--- src/commit_pkg.sv ---
`default_nettype none

package commit_pkg;

	// widths of the retire/commit stream
	typedef logic [63:0] addr_t; // program counter
	typedef logic [31:0] inst_t; // instruction word
	typedef logic [63:0] data_t; // write-back data
	typedef logic [4:0]  reg_idx_t; // x0..x31

	// decode and status fields
	typedef logic [6:0]  opcode_t; // inst[6:0]
	typedef logic [7:0]  trap_code_t; // low byte of a0
	typedef logic [63:0] count_t; // cycle and instr counters

	// integer register file size
	localparam int NUM_REGS = 32;

	// custom halt instruction, opcode 0x6b
	localparam opcode_t TRAP_OPCODE = 7'h6b;

	// a0 holds the program result when the trap is taken
	localparam reg_idx_t RESULT_REG = 5'd10;

endpackage

`default_nettype wire

--- src/commit_capture.sv ---
`timescale 1ns/1ns
`default_nettype none

module commit_capture import commit_pkg::*; (
	input  logic     clock,
	input  logic     reset,

	input  logic     retire_valid,
	input  addr_t    retire_pc,
	input  inst_t    retire_inst,
	input  logic     retire_wen,
	input  reg_idx_t retire_rdest,
	input  data_t    retire_wdata,
	output logic     retire_ready,

	output logic     cap_valid,
	output addr_t    cap_pc,
	output inst_t    cap_inst,
	output logic     cap_wen,
	output reg_idx_t cap_rdest,
	output data_t    cap_wdata,
	input  logic     cap_ready
);

	logic accept;
	logic bubble;

	assign bubble = (retire_inst == '0); // all-zero word is a pipeline bubble
	assign retire_ready = !cap_valid || cap_ready; // empty or draining this cycle
	assign accept = retire_valid && retire_ready;

	always_ff @(posedge clock) begin
		if (reset) begin
			cap_valid <= 1'b0;
		end else if (accept) begin
			cap_valid <= !bubble; // bubble taken but not kept
		end else if (cap_ready) begin
			cap_valid <= 1'b0;
		end
	end

	// payload only loads real instructions
	always_ff @(posedge clock) begin
		if (accept && !bubble) begin
			cap_pc    <= retire_pc;
			cap_inst  <= retire_inst;
			cap_wen   <= retire_wen;
			cap_rdest <= retire_rdest;
			cap_wdata <= retire_wdata;
		end
	end

endmodule

`default_nettype wire

--- src/commit_fifo.sv ---
`timescale 1ns/1ns
`default_nettype none

module commit_fifo import commit_pkg::*; #(
	parameter int FIFO_DEPTH = 4
) (
	input  logic     clock,
	input  logic     reset,

	input  logic     in_valid,
	input  addr_t    in_pc,
	input  inst_t    in_inst,
	input  logic     in_wen,
	input  reg_idx_t in_rdest,
	input  data_t    in_wdata,
	output logic     in_ready,

	output logic     out_valid,
	output addr_t    out_pc,
	output inst_t    out_inst,
	output logic     out_wen,
	output reg_idx_t out_rdest,
	output data_t    out_wdata,
	input  logic     out_ready
);

	localparam int PTR_W = $clog2(FIFO_DEPTH);
	localparam int COUNT_W = PTR_W + 1;
	localparam logic [COUNT_W-1:0] FULL_COUNT = COUNT_W'(FIFO_DEPTH);

	addr_t    pc_mem    [FIFO_DEPTH];
	inst_t    inst_mem  [FIFO_DEPTH];
	logic     wen_mem   [FIFO_DEPTH];
	reg_idx_t rdest_mem [FIFO_DEPTH];
	data_t    wdata_mem [FIFO_DEPTH];

	logic [PTR_W-1:0]   wr_ptr;
	logic [PTR_W-1:0]   rd_ptr;
	logic [COUNT_W-1:0] count;
	logic               push;
	logic               pop;

	assign in_ready = (count != FULL_COUNT);
	assign out_valid = (count != '0);
	assign push = in_valid && in_ready;
	assign pop = out_valid && out_ready;

	// head entry straight from the storage flops
	assign out_pc    = pc_mem[rd_ptr];
	assign out_inst  = inst_mem[rd_ptr];
	assign out_wen   = wen_mem[rd_ptr];
	assign out_rdest = rdest_mem[rd_ptr];
	assign out_wdata = wdata_mem[rd_ptr];

	always_ff @(posedge clock) begin
		if (push) begin
			pc_mem[wr_ptr]    <= in_pc;
			inst_mem[wr_ptr]  <= in_inst;
			wen_mem[wr_ptr]   <= in_wen;
			rdest_mem[wr_ptr] <= in_rdest;
			wdata_mem[wr_ptr] <= in_wdata;
		end
	end

	always_ff @(posedge clock) begin
		if (reset) begin
			wr_ptr <= '0;
			rd_ptr <= '0;
			count  <= '0;
		end else begin
			if (push)
				wr_ptr <= wr_ptr + 1'b1; // wraps, depth is a power of two
			if (pop)
				rd_ptr <= rd_ptr + 1'b1;
			case ({push, pop})
				2'b10:   count <= count + 1'b1;
				2'b01:   count <= count - 1'b1;
				default: count <= count; // idle or push and pop together
			endcase
		end
	end

endmodule

`default_nettype wire

--- src/commit_tracker.sv ---
`timescale 1ns/1ns
`default_nettype none

module commit_tracker import commit_pkg::*; (
	input  logic       clock,
	input  logic       reset,

	input  logic       fifo_valid,
	input  addr_t      fifo_pc,
	input  inst_t      fifo_inst,
	input  logic       fifo_wen,
	input  reg_idx_t   fifo_rdest,
	input  data_t      fifo_wdata,
	output logic       fifo_ready,

	output logic       commit_valid,
	output addr_t      commit_pc,
	output inst_t      commit_inst,
	output logic       commit_wen,
	output reg_idx_t   commit_rdest,
	output data_t      commit_wdata,
	input  logic       commit_ready,

	output logic       trap_valid,
	output trap_code_t trap_code,
	output count_t     cycle_count,
	output count_t     instr_count,

	input  reg_idx_t   reg_addr,
	output data_t      reg_data
);

	typedef enum logic {
		RUNNING,
		HALTED
	} tracker_state_t;

	tracker_state_t state;
	data_t          shadow_regs [NUM_REGS];
	opcode_t        opcode;
	logic           take;
	logic           is_trap;
	logic           reg_write;

	assign opcode = fifo_inst[6:0];
	assign is_trap = (opcode == TRAP_OPCODE);

	// output slot free or being emptied, and not halted
	assign fifo_ready = (state == RUNNING) && (!commit_valid || commit_ready);
	assign take = fifo_valid && fifo_ready;
	assign reg_write = take && fifo_wen && (fifo_rdest != '0); // x0 stays zero

	assign trap_valid = (state == HALTED);
	assign reg_data = shadow_regs[reg_addr];

	always_ff @(posedge clock) begin
		if (reset) begin
			state <= RUNNING;
		end else begin
			case (state)
				RUNNING: begin
					if (take && is_trap)
						state <= HALTED;
				end
				HALTED: state <= HALTED; // only reset leaves
				default: state <= RUNNING;
			endcase
		end
	end

	// a0 sampled before the trap's own write lands
	always_ff @(posedge clock) begin
		if (reset) begin
			trap_code <= '0;
		end else if (take && is_trap) begin
			trap_code <= shadow_regs[RESULT_REG][7:0];
		end
	end

	always_ff @(posedge clock) begin
		if (reset) begin
			for (int i = 0; i < NUM_REGS; i++)
				shadow_regs[i] <= '0;
		end else if (reg_write) begin
			shadow_regs[fifo_rdest] <= fifo_wdata;
		end
	end

	always_ff @(posedge clock) begin
		if (reset) begin
			commit_valid <= 1'b0;
		end else if (take) begin
			commit_valid <= 1'b1;
		end else if (commit_ready) begin
			commit_valid <= 1'b0;
		end
	end

	always_ff @(posedge clock) begin
		if (take) begin
			commit_pc    <= fifo_pc;
			commit_inst  <= fifo_inst;
			commit_wen   <= fifo_wen;
			commit_rdest <= fifo_rdest;
			commit_wdata <= fifo_wdata;
		end
	end

	// both counters stop once halted
	always_ff @(posedge clock) begin
		if (reset) begin
			cycle_count <= '0;
			instr_count <= '0;
		end else if (state == RUNNING) begin
			cycle_count <= cycle_count + 1'b1;
			if (take)
				instr_count <= instr_count + 1'b1;
		end
	end

endmodule

`default_nettype wire

--- src/commit_top.sv ---
`timescale 1ns/1ns
`default_nettype none

module commit_top import commit_pkg::*; #(
	parameter int FIFO_DEPTH = 4
) (
	input  logic       clock,
	input  logic       reset,

	input  logic       retire_valid,
	input  addr_t      retire_pc,
	input  inst_t      retire_inst,
	input  logic       retire_wen,
	input  reg_idx_t   retire_rdest,
	input  data_t      retire_wdata,
	output logic       retire_ready,

	output logic       commit_valid,
	output addr_t      commit_pc,
	output inst_t      commit_inst,
	output logic       commit_wen,
	output reg_idx_t   commit_rdest,
	output data_t      commit_wdata,
	input  logic       commit_ready,

	output logic       trap_valid,
	output trap_code_t trap_code,
	output count_t     cycle_count,
	output count_t     instr_count,

	input  reg_idx_t   reg_addr,
	output data_t      reg_data
);

	// capture to fifo
	logic     cap_valid;
	addr_t    cap_pc;
	inst_t    cap_inst;
	logic     cap_wen;
	reg_idx_t cap_rdest;
	data_t    cap_wdata;
	logic     cap_ready;

	// fifo to tracker
	logic     fifo_valid;
	addr_t    fifo_pc;
	inst_t    fifo_inst;
	logic     fifo_wen;
	reg_idx_t fifo_rdest;
	data_t    fifo_wdata;
	logic     fifo_ready;

	commit_capture i_commit_capture (
		.clock        (clock),
		.reset        (reset),
		.retire_valid (retire_valid),
		.retire_pc    (retire_pc),
		.retire_inst  (retire_inst),
		.retire_wen   (retire_wen),
		.retire_rdest (retire_rdest),
		.retire_wdata (retire_wdata),
		.retire_ready (retire_ready),
		.cap_valid    (cap_valid),
		.cap_pc       (cap_pc),
		.cap_inst     (cap_inst),
		.cap_wen      (cap_wen),
		.cap_rdest    (cap_rdest),
		.cap_wdata    (cap_wdata),
		.cap_ready    (cap_ready)
	);

	commit_fifo #(
		.FIFO_DEPTH (FIFO_DEPTH)
	) i_commit_fifo (
		.clock     (clock),
		.reset     (reset),
		.in_valid  (cap_valid),
		.in_pc     (cap_pc),
		.in_inst   (cap_inst),
		.in_wen    (cap_wen),
		.in_rdest  (cap_rdest),
		.in_wdata  (cap_wdata),
		.in_ready  (cap_ready),
		.out_valid (fifo_valid),
		.out_pc    (fifo_pc),
		.out_inst  (fifo_inst),
		.out_wen   (fifo_wen),
		.out_rdest (fifo_rdest),
		.out_wdata (fifo_wdata),
		.out_ready (fifo_ready)
	);

	commit_tracker i_commit_tracker (
		.clock        (clock),
		.reset        (reset),
		.fifo_valid   (fifo_valid),
		.fifo_pc      (fifo_pc),
		.fifo_inst    (fifo_inst),
		.fifo_wen     (fifo_wen),
		.fifo_rdest   (fifo_rdest),
		.fifo_wdata   (fifo_wdata),
		.fifo_ready   (fifo_ready),
		.commit_valid (commit_valid),
		.commit_pc    (commit_pc),
		.commit_inst  (commit_inst),
		.commit_wen   (commit_wen),
		.commit_rdest (commit_rdest),
		.commit_wdata (commit_wdata),
		.commit_ready (commit_ready),
		.trap_valid   (trap_valid),
		.trap_code    (trap_code),
		.cycle_count  (cycle_count),
		.instr_count  (instr_count),
		.reg_addr     (reg_addr),
		.reg_data     (reg_data)
	);

endmodule

`default_nettype wire

--- config.mk ---
export PLATFORM = sky130hd
export DESIGN_NAME = commit_top
export DESIGN_NICKNAME = d
export VERILOG_FILES = /design/src/commit_pkg.sv /design/src/commit_capture.sv /design/src/commit_fifo.sv /design/src/commit_tracker.sv /design/src/commit_top.sv
export SDC_FILE = /design/constraint.sdc
export NUM_CORES = 2
export LEC_CHECK = 0
export BUFFER_PORTS_ARGS = -buffer_cell sky130_fd_sc_hd__buf_2
export CAP_MARGIN = 20
export CORE_ASPECT_RATIO = 1.1
export CORE_MARGIN = 10
export CORE_UTILIZATION = 36
export CTS_CLUSTER_SIZE = 20
export DETAILED_ROUTE_END_ITERATION = 8
export PLACE_DENSITY_LB_ADDON = 0.05
export SLEW_MARGIN = 0
export SYNTH_ARGS = -nofsm -noshare
export SYNTH_HDL_FRONTEND = slang
export SYNTH_SLANG_ARGS = --single-unit
export TNS_END_PERCENT = 1
--- constraint.sdc ---
create_clock -name clock -period 32.7 [get_ports clock]
set_input_delay 4.905 -clock clock [delete_from_list [all_inputs] [get_ports clock]]
set_output_delay 4.905 -clock clock [all_outputs]
set_load 0.03 [all_outputs]
# Yosys cells after proc, flatten, opt, wreduce, memory -nomap -nowiden
# Memories as Yosys holds them, arrays and structs flattened. A register that Yosys moved wholly into a read port is not among the register bits.
# Index checks and enable logic that the tools add are counted.
# W data, S select, Z words.
[totals]
mem_bits_rw = 2712
reg_bits = 406
mem_count = 6
wordCells = 80
in_bits = 175
[classes]
bitwise = 1
reduce_logical = 21
addsub = 6
n_eq_ne = 4
mux = 25
[mem_list]
columns = ["memory", "words", "word_bits", "read_ports", "rd_clocked_by_memory_dff", "wr", "line", "text"]
rows = [
  ["i_commit_tracker.shadow_regs", 32, 64, 2, 1, 32, "commit_tracker.sv:39", "data_t shadow_regs [NUM_REGS];"],
  ["i_commit_fifo.pc_mem", 4, 64, 1, 1, 1, "commit_fifo.sv:31", "addr_t pc_mem [FIFO_DEPTH];"],
  ["i_commit_fifo.wdata_mem", 4, 64, 1, 1, 1, "commit_fifo.sv:35", "data_t wdata_mem [FIFO_DEPTH];"],
  ["i_commit_fifo.inst_mem", 4, 32, 1, 1, 1, "commit_fifo.sv:32", "inst_t inst_mem [FIFO_DEPTH];"],
  ["i_commit_fifo.rdest_mem", 4, 5, 1, 1, 1, "commit_fifo.sv:34", "reg_idx_t rdest_mem [FIFO_DEPTH];"],
  ["i_commit_fifo.wen_mem", 4, 1, 1, 1, 1, "commit_fifo.sv:33", "logic wen_mem [FIFO_DEPTH];"],
]
[op_table]
columns = ["cell", "n"]
rows = [
  ["$add A64 B1 Y64 const B", 2],
  ["$mux W64", 1],
  ["$reduce_or A64 Y1", 1],
  ["$logic_not A32 Y1", 1],
  ["$mux W2", 8],
  ["$mux W1", 13],
  ["$logic_and A1 B1 Y1", 8],
  ["$eq A7 B7 Y1 const B", 1],
  ["$pmux W3 S2", 1],
  ["$reduce_bool A2 Y1", 3],
  ["$mux W5", 1],
  ["$reduce_bool A5 Y1", 1],
  ["$add A2 B1 Y2 const B", 2],
  ["$add A3 B1 Y3 const B", 1],
  ["$logic_not A1 Y1", 3],
  ["$ne A3 B3 Y1 const B", 1],
  ["$reduce_bool A3 Y1", 1],
  ["$sub A3 B1 Y3 const B", 1],
  ["$eq A2 B1 Y1 const B", 1],
  ["$eq A2 B2 Y1 const B", 1],
  ["$logic_or A1 B1 Y1", 2],
  ["$pmux W1 S2", 1],
  ["$reduce_and A2 Y1", 1],
  ["$not A1 Y1", 1],
]

# Logic depth before layout (Yosys ltp)
[logic_depth]
depth_word = 11
ltp_mapped = 9
mapped_depth_nobuf = 9

# Modules after synthesis
# From an unflattened synthesis, not the netlist that was laid out.
[unflattened]
cells_unflattened = 7788
area_unflattened_um2 = 133050.1
[modules_own_cells]
columns = ["mod", "cells_per_inst", "area_per_inst_um2", "instances", "seq_area_each_um2"]
rows = [
  ["commit_tracker", 6686, 103489.3, 1, 69246.4],
  ["commit_fifo", 919, 24447.2, 1, 20119.3],
  ["commit_capture", 183, 5113.7, 1, 5004.8],
]

# Least setup slack after synthesis
# No wires, ideal clock.
[synth_timing]
kind = "input port to flip-flop"
from = "in commit_ready"
to = "reg i_commit_fifo.count[2]"
path_slack_ns = 13.648
cell_stages = 8
t_required_ns = 32.630
arrival_ns = 18.981
path_cell_list = "nor2b_1 nor3_1 ha_1 inv_1 fa_1 xor2_1 or3_1 a21oi_1"
[synth_between]
elab_chain_cells = 5
word_cells_on_any_way = 7
[synth_rtl]
columns = ["item", "line", "text"]
rows = [
  ["start, declared", "commit_top.sv:24", "input logic commit_ready,"],
  ["$logic_or A1 B1 Y1 (*)", "commit_tracker.sv:49", "assign fifo_ready = (state == RUNNING) && (!commit_valid || commit_ready);"],
  ["$logic_and A1 B1 Y1 (*)", "commit_tracker.sv:49", ""],
  ["$logic_and A1 B1 Y1 (*)", "commit_fifo.sv:46", "assign pop = out_valid && out_ready;"],
  ["named net i_commit_fifo.pop", "commit_fifo.sv:41", "logic pop;"],
  ["$eq A2 B1 Y1 or $eq A2 B2 Y1 (tied branches)", "commit_fifo.sv:75", "case ({push, pop})"],
  ["$pmux W3 S2 or $reduce_bool A2 Y1 (tied branches)", "--", ""],
  ["end signal, assigned", "commit_fifo.sv:76", "2'b10: count <= count + 1'b1;"],
  ["end signal, assigned", "commit_fifo.sv:77", "2'b01: count <= count - 1'b1;"],
  ["end signal, assigned", "commit_fifo.sv:78", "default: count <= count;"],
  ["end, declared", "commit_fifo.sv:39", "logic [COUNT_W-1:0] count;"],
]
# The timed path passes the listed nets; every way through them passes the cells marked *.
# A chain may end at the register's enable or synchronous reset.

# Final worst setup path
[layout_timing]
from = "in reg_addr[1]"
to = "out reg_data[11]"
[layout_between]
elab_chain_cells = 1
[layout_rtl]
columns = ["item", "line", "text"]
rows = [
  ["start, declared", "commit_top.sv:31", "input reg_idx_t reg_addr,"],
  ["$mem_v2 Z32 W64", "--", ""],
  ["end, declared", "commit_top.sv:32", "output data_t reg_data"],
]
# Every way passes these cells.

==> metrics.cfg <==
[outcome]
outcome=completed

[timing]
tightest_slew_ns=1.288
rsz0062_at_grt=false
period_minus_slack_ns=14.68
finalHoldViolations=0
max-slew-margin-rel_pct=14.10
slew_violations=0
fin_crit_sh_pct=44.89
skew_ns=0.04655
timing.fmax_mhz=68.13
final.setup.tns_ns=0
setup_viol=0

[logic_synthesis]
synth.cell_area_sq_mm=0.1287
yosys_most_used_dff=edfxtp_1
synth_edf_count=3044
synthCells=8006
ys_warn_count=0
avgSynthCellArea_sq_um=16.08
yosysUniqueCellTypes=57
async_flop_share_pct=0
synth-seq-cells=3192
ys_seq_area_share_pct=73.30

[clock_tree]
clockRootBuffer=clkbuf_16
clock-sinks=3192
clk_pin_slew_worst_paths_ns=0.06
insertion_delay_ns=0.94
cts_buffer_depth=4
cts_tree=yes
cts_hold_buf=0
post_cts_buffers=0
h-tree-depth=5
cts_resized=0
cts_buffers=356

[grt]
grt.total_usage_pct=23.22
grt_pass1_wl_mm=626.6
grt_overflow=0
grt_pass1_vias=77165
antenna_found_initial=72
grt_max_degree=107

[detailed_routing]
drt_iter0_markers=8296
wire_per_inst_um=33.50
wirelength_mm=455.0
num_vias=74739
routed_via_density=5.503
drc=0
first_pass_iters=6
ant_nets=0

[worst_setup_path]
required_ns=27.79
endpoint_kind=output pin
start_kind=input pin
r2r_slack_ns=26.22
crit_type=input pin to output pin
worstPathArrival_ns=9.77
worstPathMaxFanout=59

[floorplan]
row_count=230
start_util_pct=36.11
core_sq_mm=0.3566
fp.dieW_um=590.2
io-pin-count=544
fp.dieH_um=647.2
die-area_sq_mm=0.3820

[pwr]
p_sw_uw=3225
ir_worst_vdd_uv=63.50
seqPwrFrac_pct=46.2
pwr-share-comb_pct=17.2
p_leak_uw=0.05372
cellPowerDensity_mw_per_mm2=72.46
p_int_uw=7571
power_frac_clock_pct=36.7
swShare_pct=29.87

[cells_and_area]
num-fill-cells=32195
drive_above_1_share_pct=23.45
syn_to_final_growth_pct=15.73
post-route-util_pct=41.79
multi_input_area_sq_mm=0.03240
regArea_sq_mm=0.09438
nets=8697

[placement]
port_buffers=543
gp_congestion=0.7665
hpwl_mm=248.2

[job]
drv_cap=0

[min_path]
hold_path.class=flop to flop

## power by group through the flow
stage	Combinational, uW	Sequential (uW)	Clock [uW]
after floorplan	850	5300	0
after global placement	1860	5060	0
after global routing	1970	5010	4200
final	1860	4980	3960
after CTS	1880	4990	4040
after detailed placement	1880	5070	0
## cell type report
class	instances	area share, %
inverters	88	0.2225
diodes	26	0.04367
well taps	4756	3.994
clock buffers	445	6.346
multi-input cells	4106	21.75
clock inverters	199	1.190
repair buffers	770	3.109
flip-flops and latches	3192	63.35
## sequential cells by signal, indices dropped and copies added (netlist names), 32 cells and up, named ones only
register                       cells
i_commit_capture.cap_inst         32
i_commit_tracker.commit_pc        64
i_commit_fifo.inst_mem           128
i_commit_fifo.wdata_mem          256
i_commit_tracker.instr_count      64
i_commit_fifo.pc_mem             256
i_commit_tracker.shadow_regs    2048
i_commit_capture.cap_pc           64
i_commit_tracker.cycle_count      64
i_commit_tracker.commit_wdata     64
i_commit_capture.cap_wdata        64
i_commit_tracker.commit_inst      32
## per-layer routing
layer / up-vias / global-route usage [%] / wire (um)
met1: 39943 / 31.10 / 188300
met3: 626 / 5.359 / 36510
li1: 31128 / - / -
met5: - / 0 / 324
met4: 50 / 5.081 / 10560
met2: 2992 / 38.70 / 219300
## path summary, 6_finish.rpt
| kind | startpoint | end | cells past startpoint |
|---|---|---|---|
| max | reg_addr[1] | reg_data[11] | 9 |
| min reg2reg | i_commit_capture.cap_pc[17] | i_commit_fifo.pc_mem[1][17] | 0 |
| min | i_commit_capture.cap_pc[17] | i_commit_fifo.pc_mem[1][17] | 0 |
| max reg2reg | flop | i_commit_tracker.shadow_regs[26][51] | 8 |
## worst max-delay path, cell delays in order
cell	delay (ns)
buf_8	0.46
buf_4	0.81
buf_4	0.70
buf_4	0.75
mux4_2	0.36
mux2i_1	0.07
a22o_1	0.26
a221oi_1	0.79
buf_2	0.35
## cells in the mapped netlist, drive strengths merged, types with 16 or more instances
cell type / n / area (sq um)
mux2: 66 / 743.2
nor2: 2084 / 7823
or4: 23 / 172.7
xor2: 42 / 367.9
nor2b: 25 / 156.4
xnor2: 16 / 140.1
or3: 41 / 256.5
nor4: 25 / 175.2
edfxtp: 3044 / 91410
mux2i: 302 / 3023
inv: 87 / 326.6
buf: 320 / 1508
a21oi: 89 / 445.4
a211oi: 21 / 157.7
clkbuf: 363 / 1363
o31ai: 36 / 270.3
nand4: 67 / 434.2
o21ai: 125 / 625.6
mux4: 589 / 13270
nand3: 58 / 290.3
nor3: 17 / 90.09
a221oi: 46 / 402.9
nand2: 167 / 626.9
dfxtp: 148 / 2963
a22o: 76 / 665.6
## cell usage in the layout (no fill, tap or decap), drive strengths merged, types with 8 or more instances in the layout
master / instances
edfxtp: 3044
nor2: 2084
buf: 769
mux4: 589
clkbuf: 446
mux2i: 302
nand2: 167
clkinv: 154
dfxtp: 148
o21ai: 125
inv: 100
a21oi: 89
a22o: 76
nand4: 67
mux2: 66
conb: 64
nand3: 58
a221oi: 46
xor2: 42
or3: 41
o31ai: 36
bufinv: 27
diode: 26
nor4: 25
nor2b: 25
or4: 23
a211oi: 21
nor3: 17
xnor2: 16
o221ai: 15
and4: 15
and2: 14
and3: 11
nand2b: 11
o22ai: 10
nand4b: 9
o41ai: 8
## logic make-up after synthesis
group                      count (synthesis)  synth area share [%]
buffers and inverters                    771                 2.486
and+or+nand+nor                         2579                 8.208
muxes                                    957                 13.23
adders and majority gates                  8               0.08358
xor gates and xnor gates                  58                0.3946
AOI/OAI and AO/OA                        440                 2.294
other                                      1              0.002913
DFF                                     3192                 73.30
## through the flow
step	hold slack (ns)	instances	setup WS (ns)	cell area (sq um)	power, uW
2_1_floorplan	0.4587	8069	13.65	129000	6154
3_3_place_gp	0.4670	12903	17.89	137500	6927
3_5_place_dp	0.4778	12907	17.91	137600	6949
4_1_cts	0.4849	13551	17.90	148800	10910
5_1_grt	0.5078	13558	17.65	148900	11180
6_report	0.4815	13582	18.02	149000	10800
Note: power is estimated with default switching activity, not from simulation.
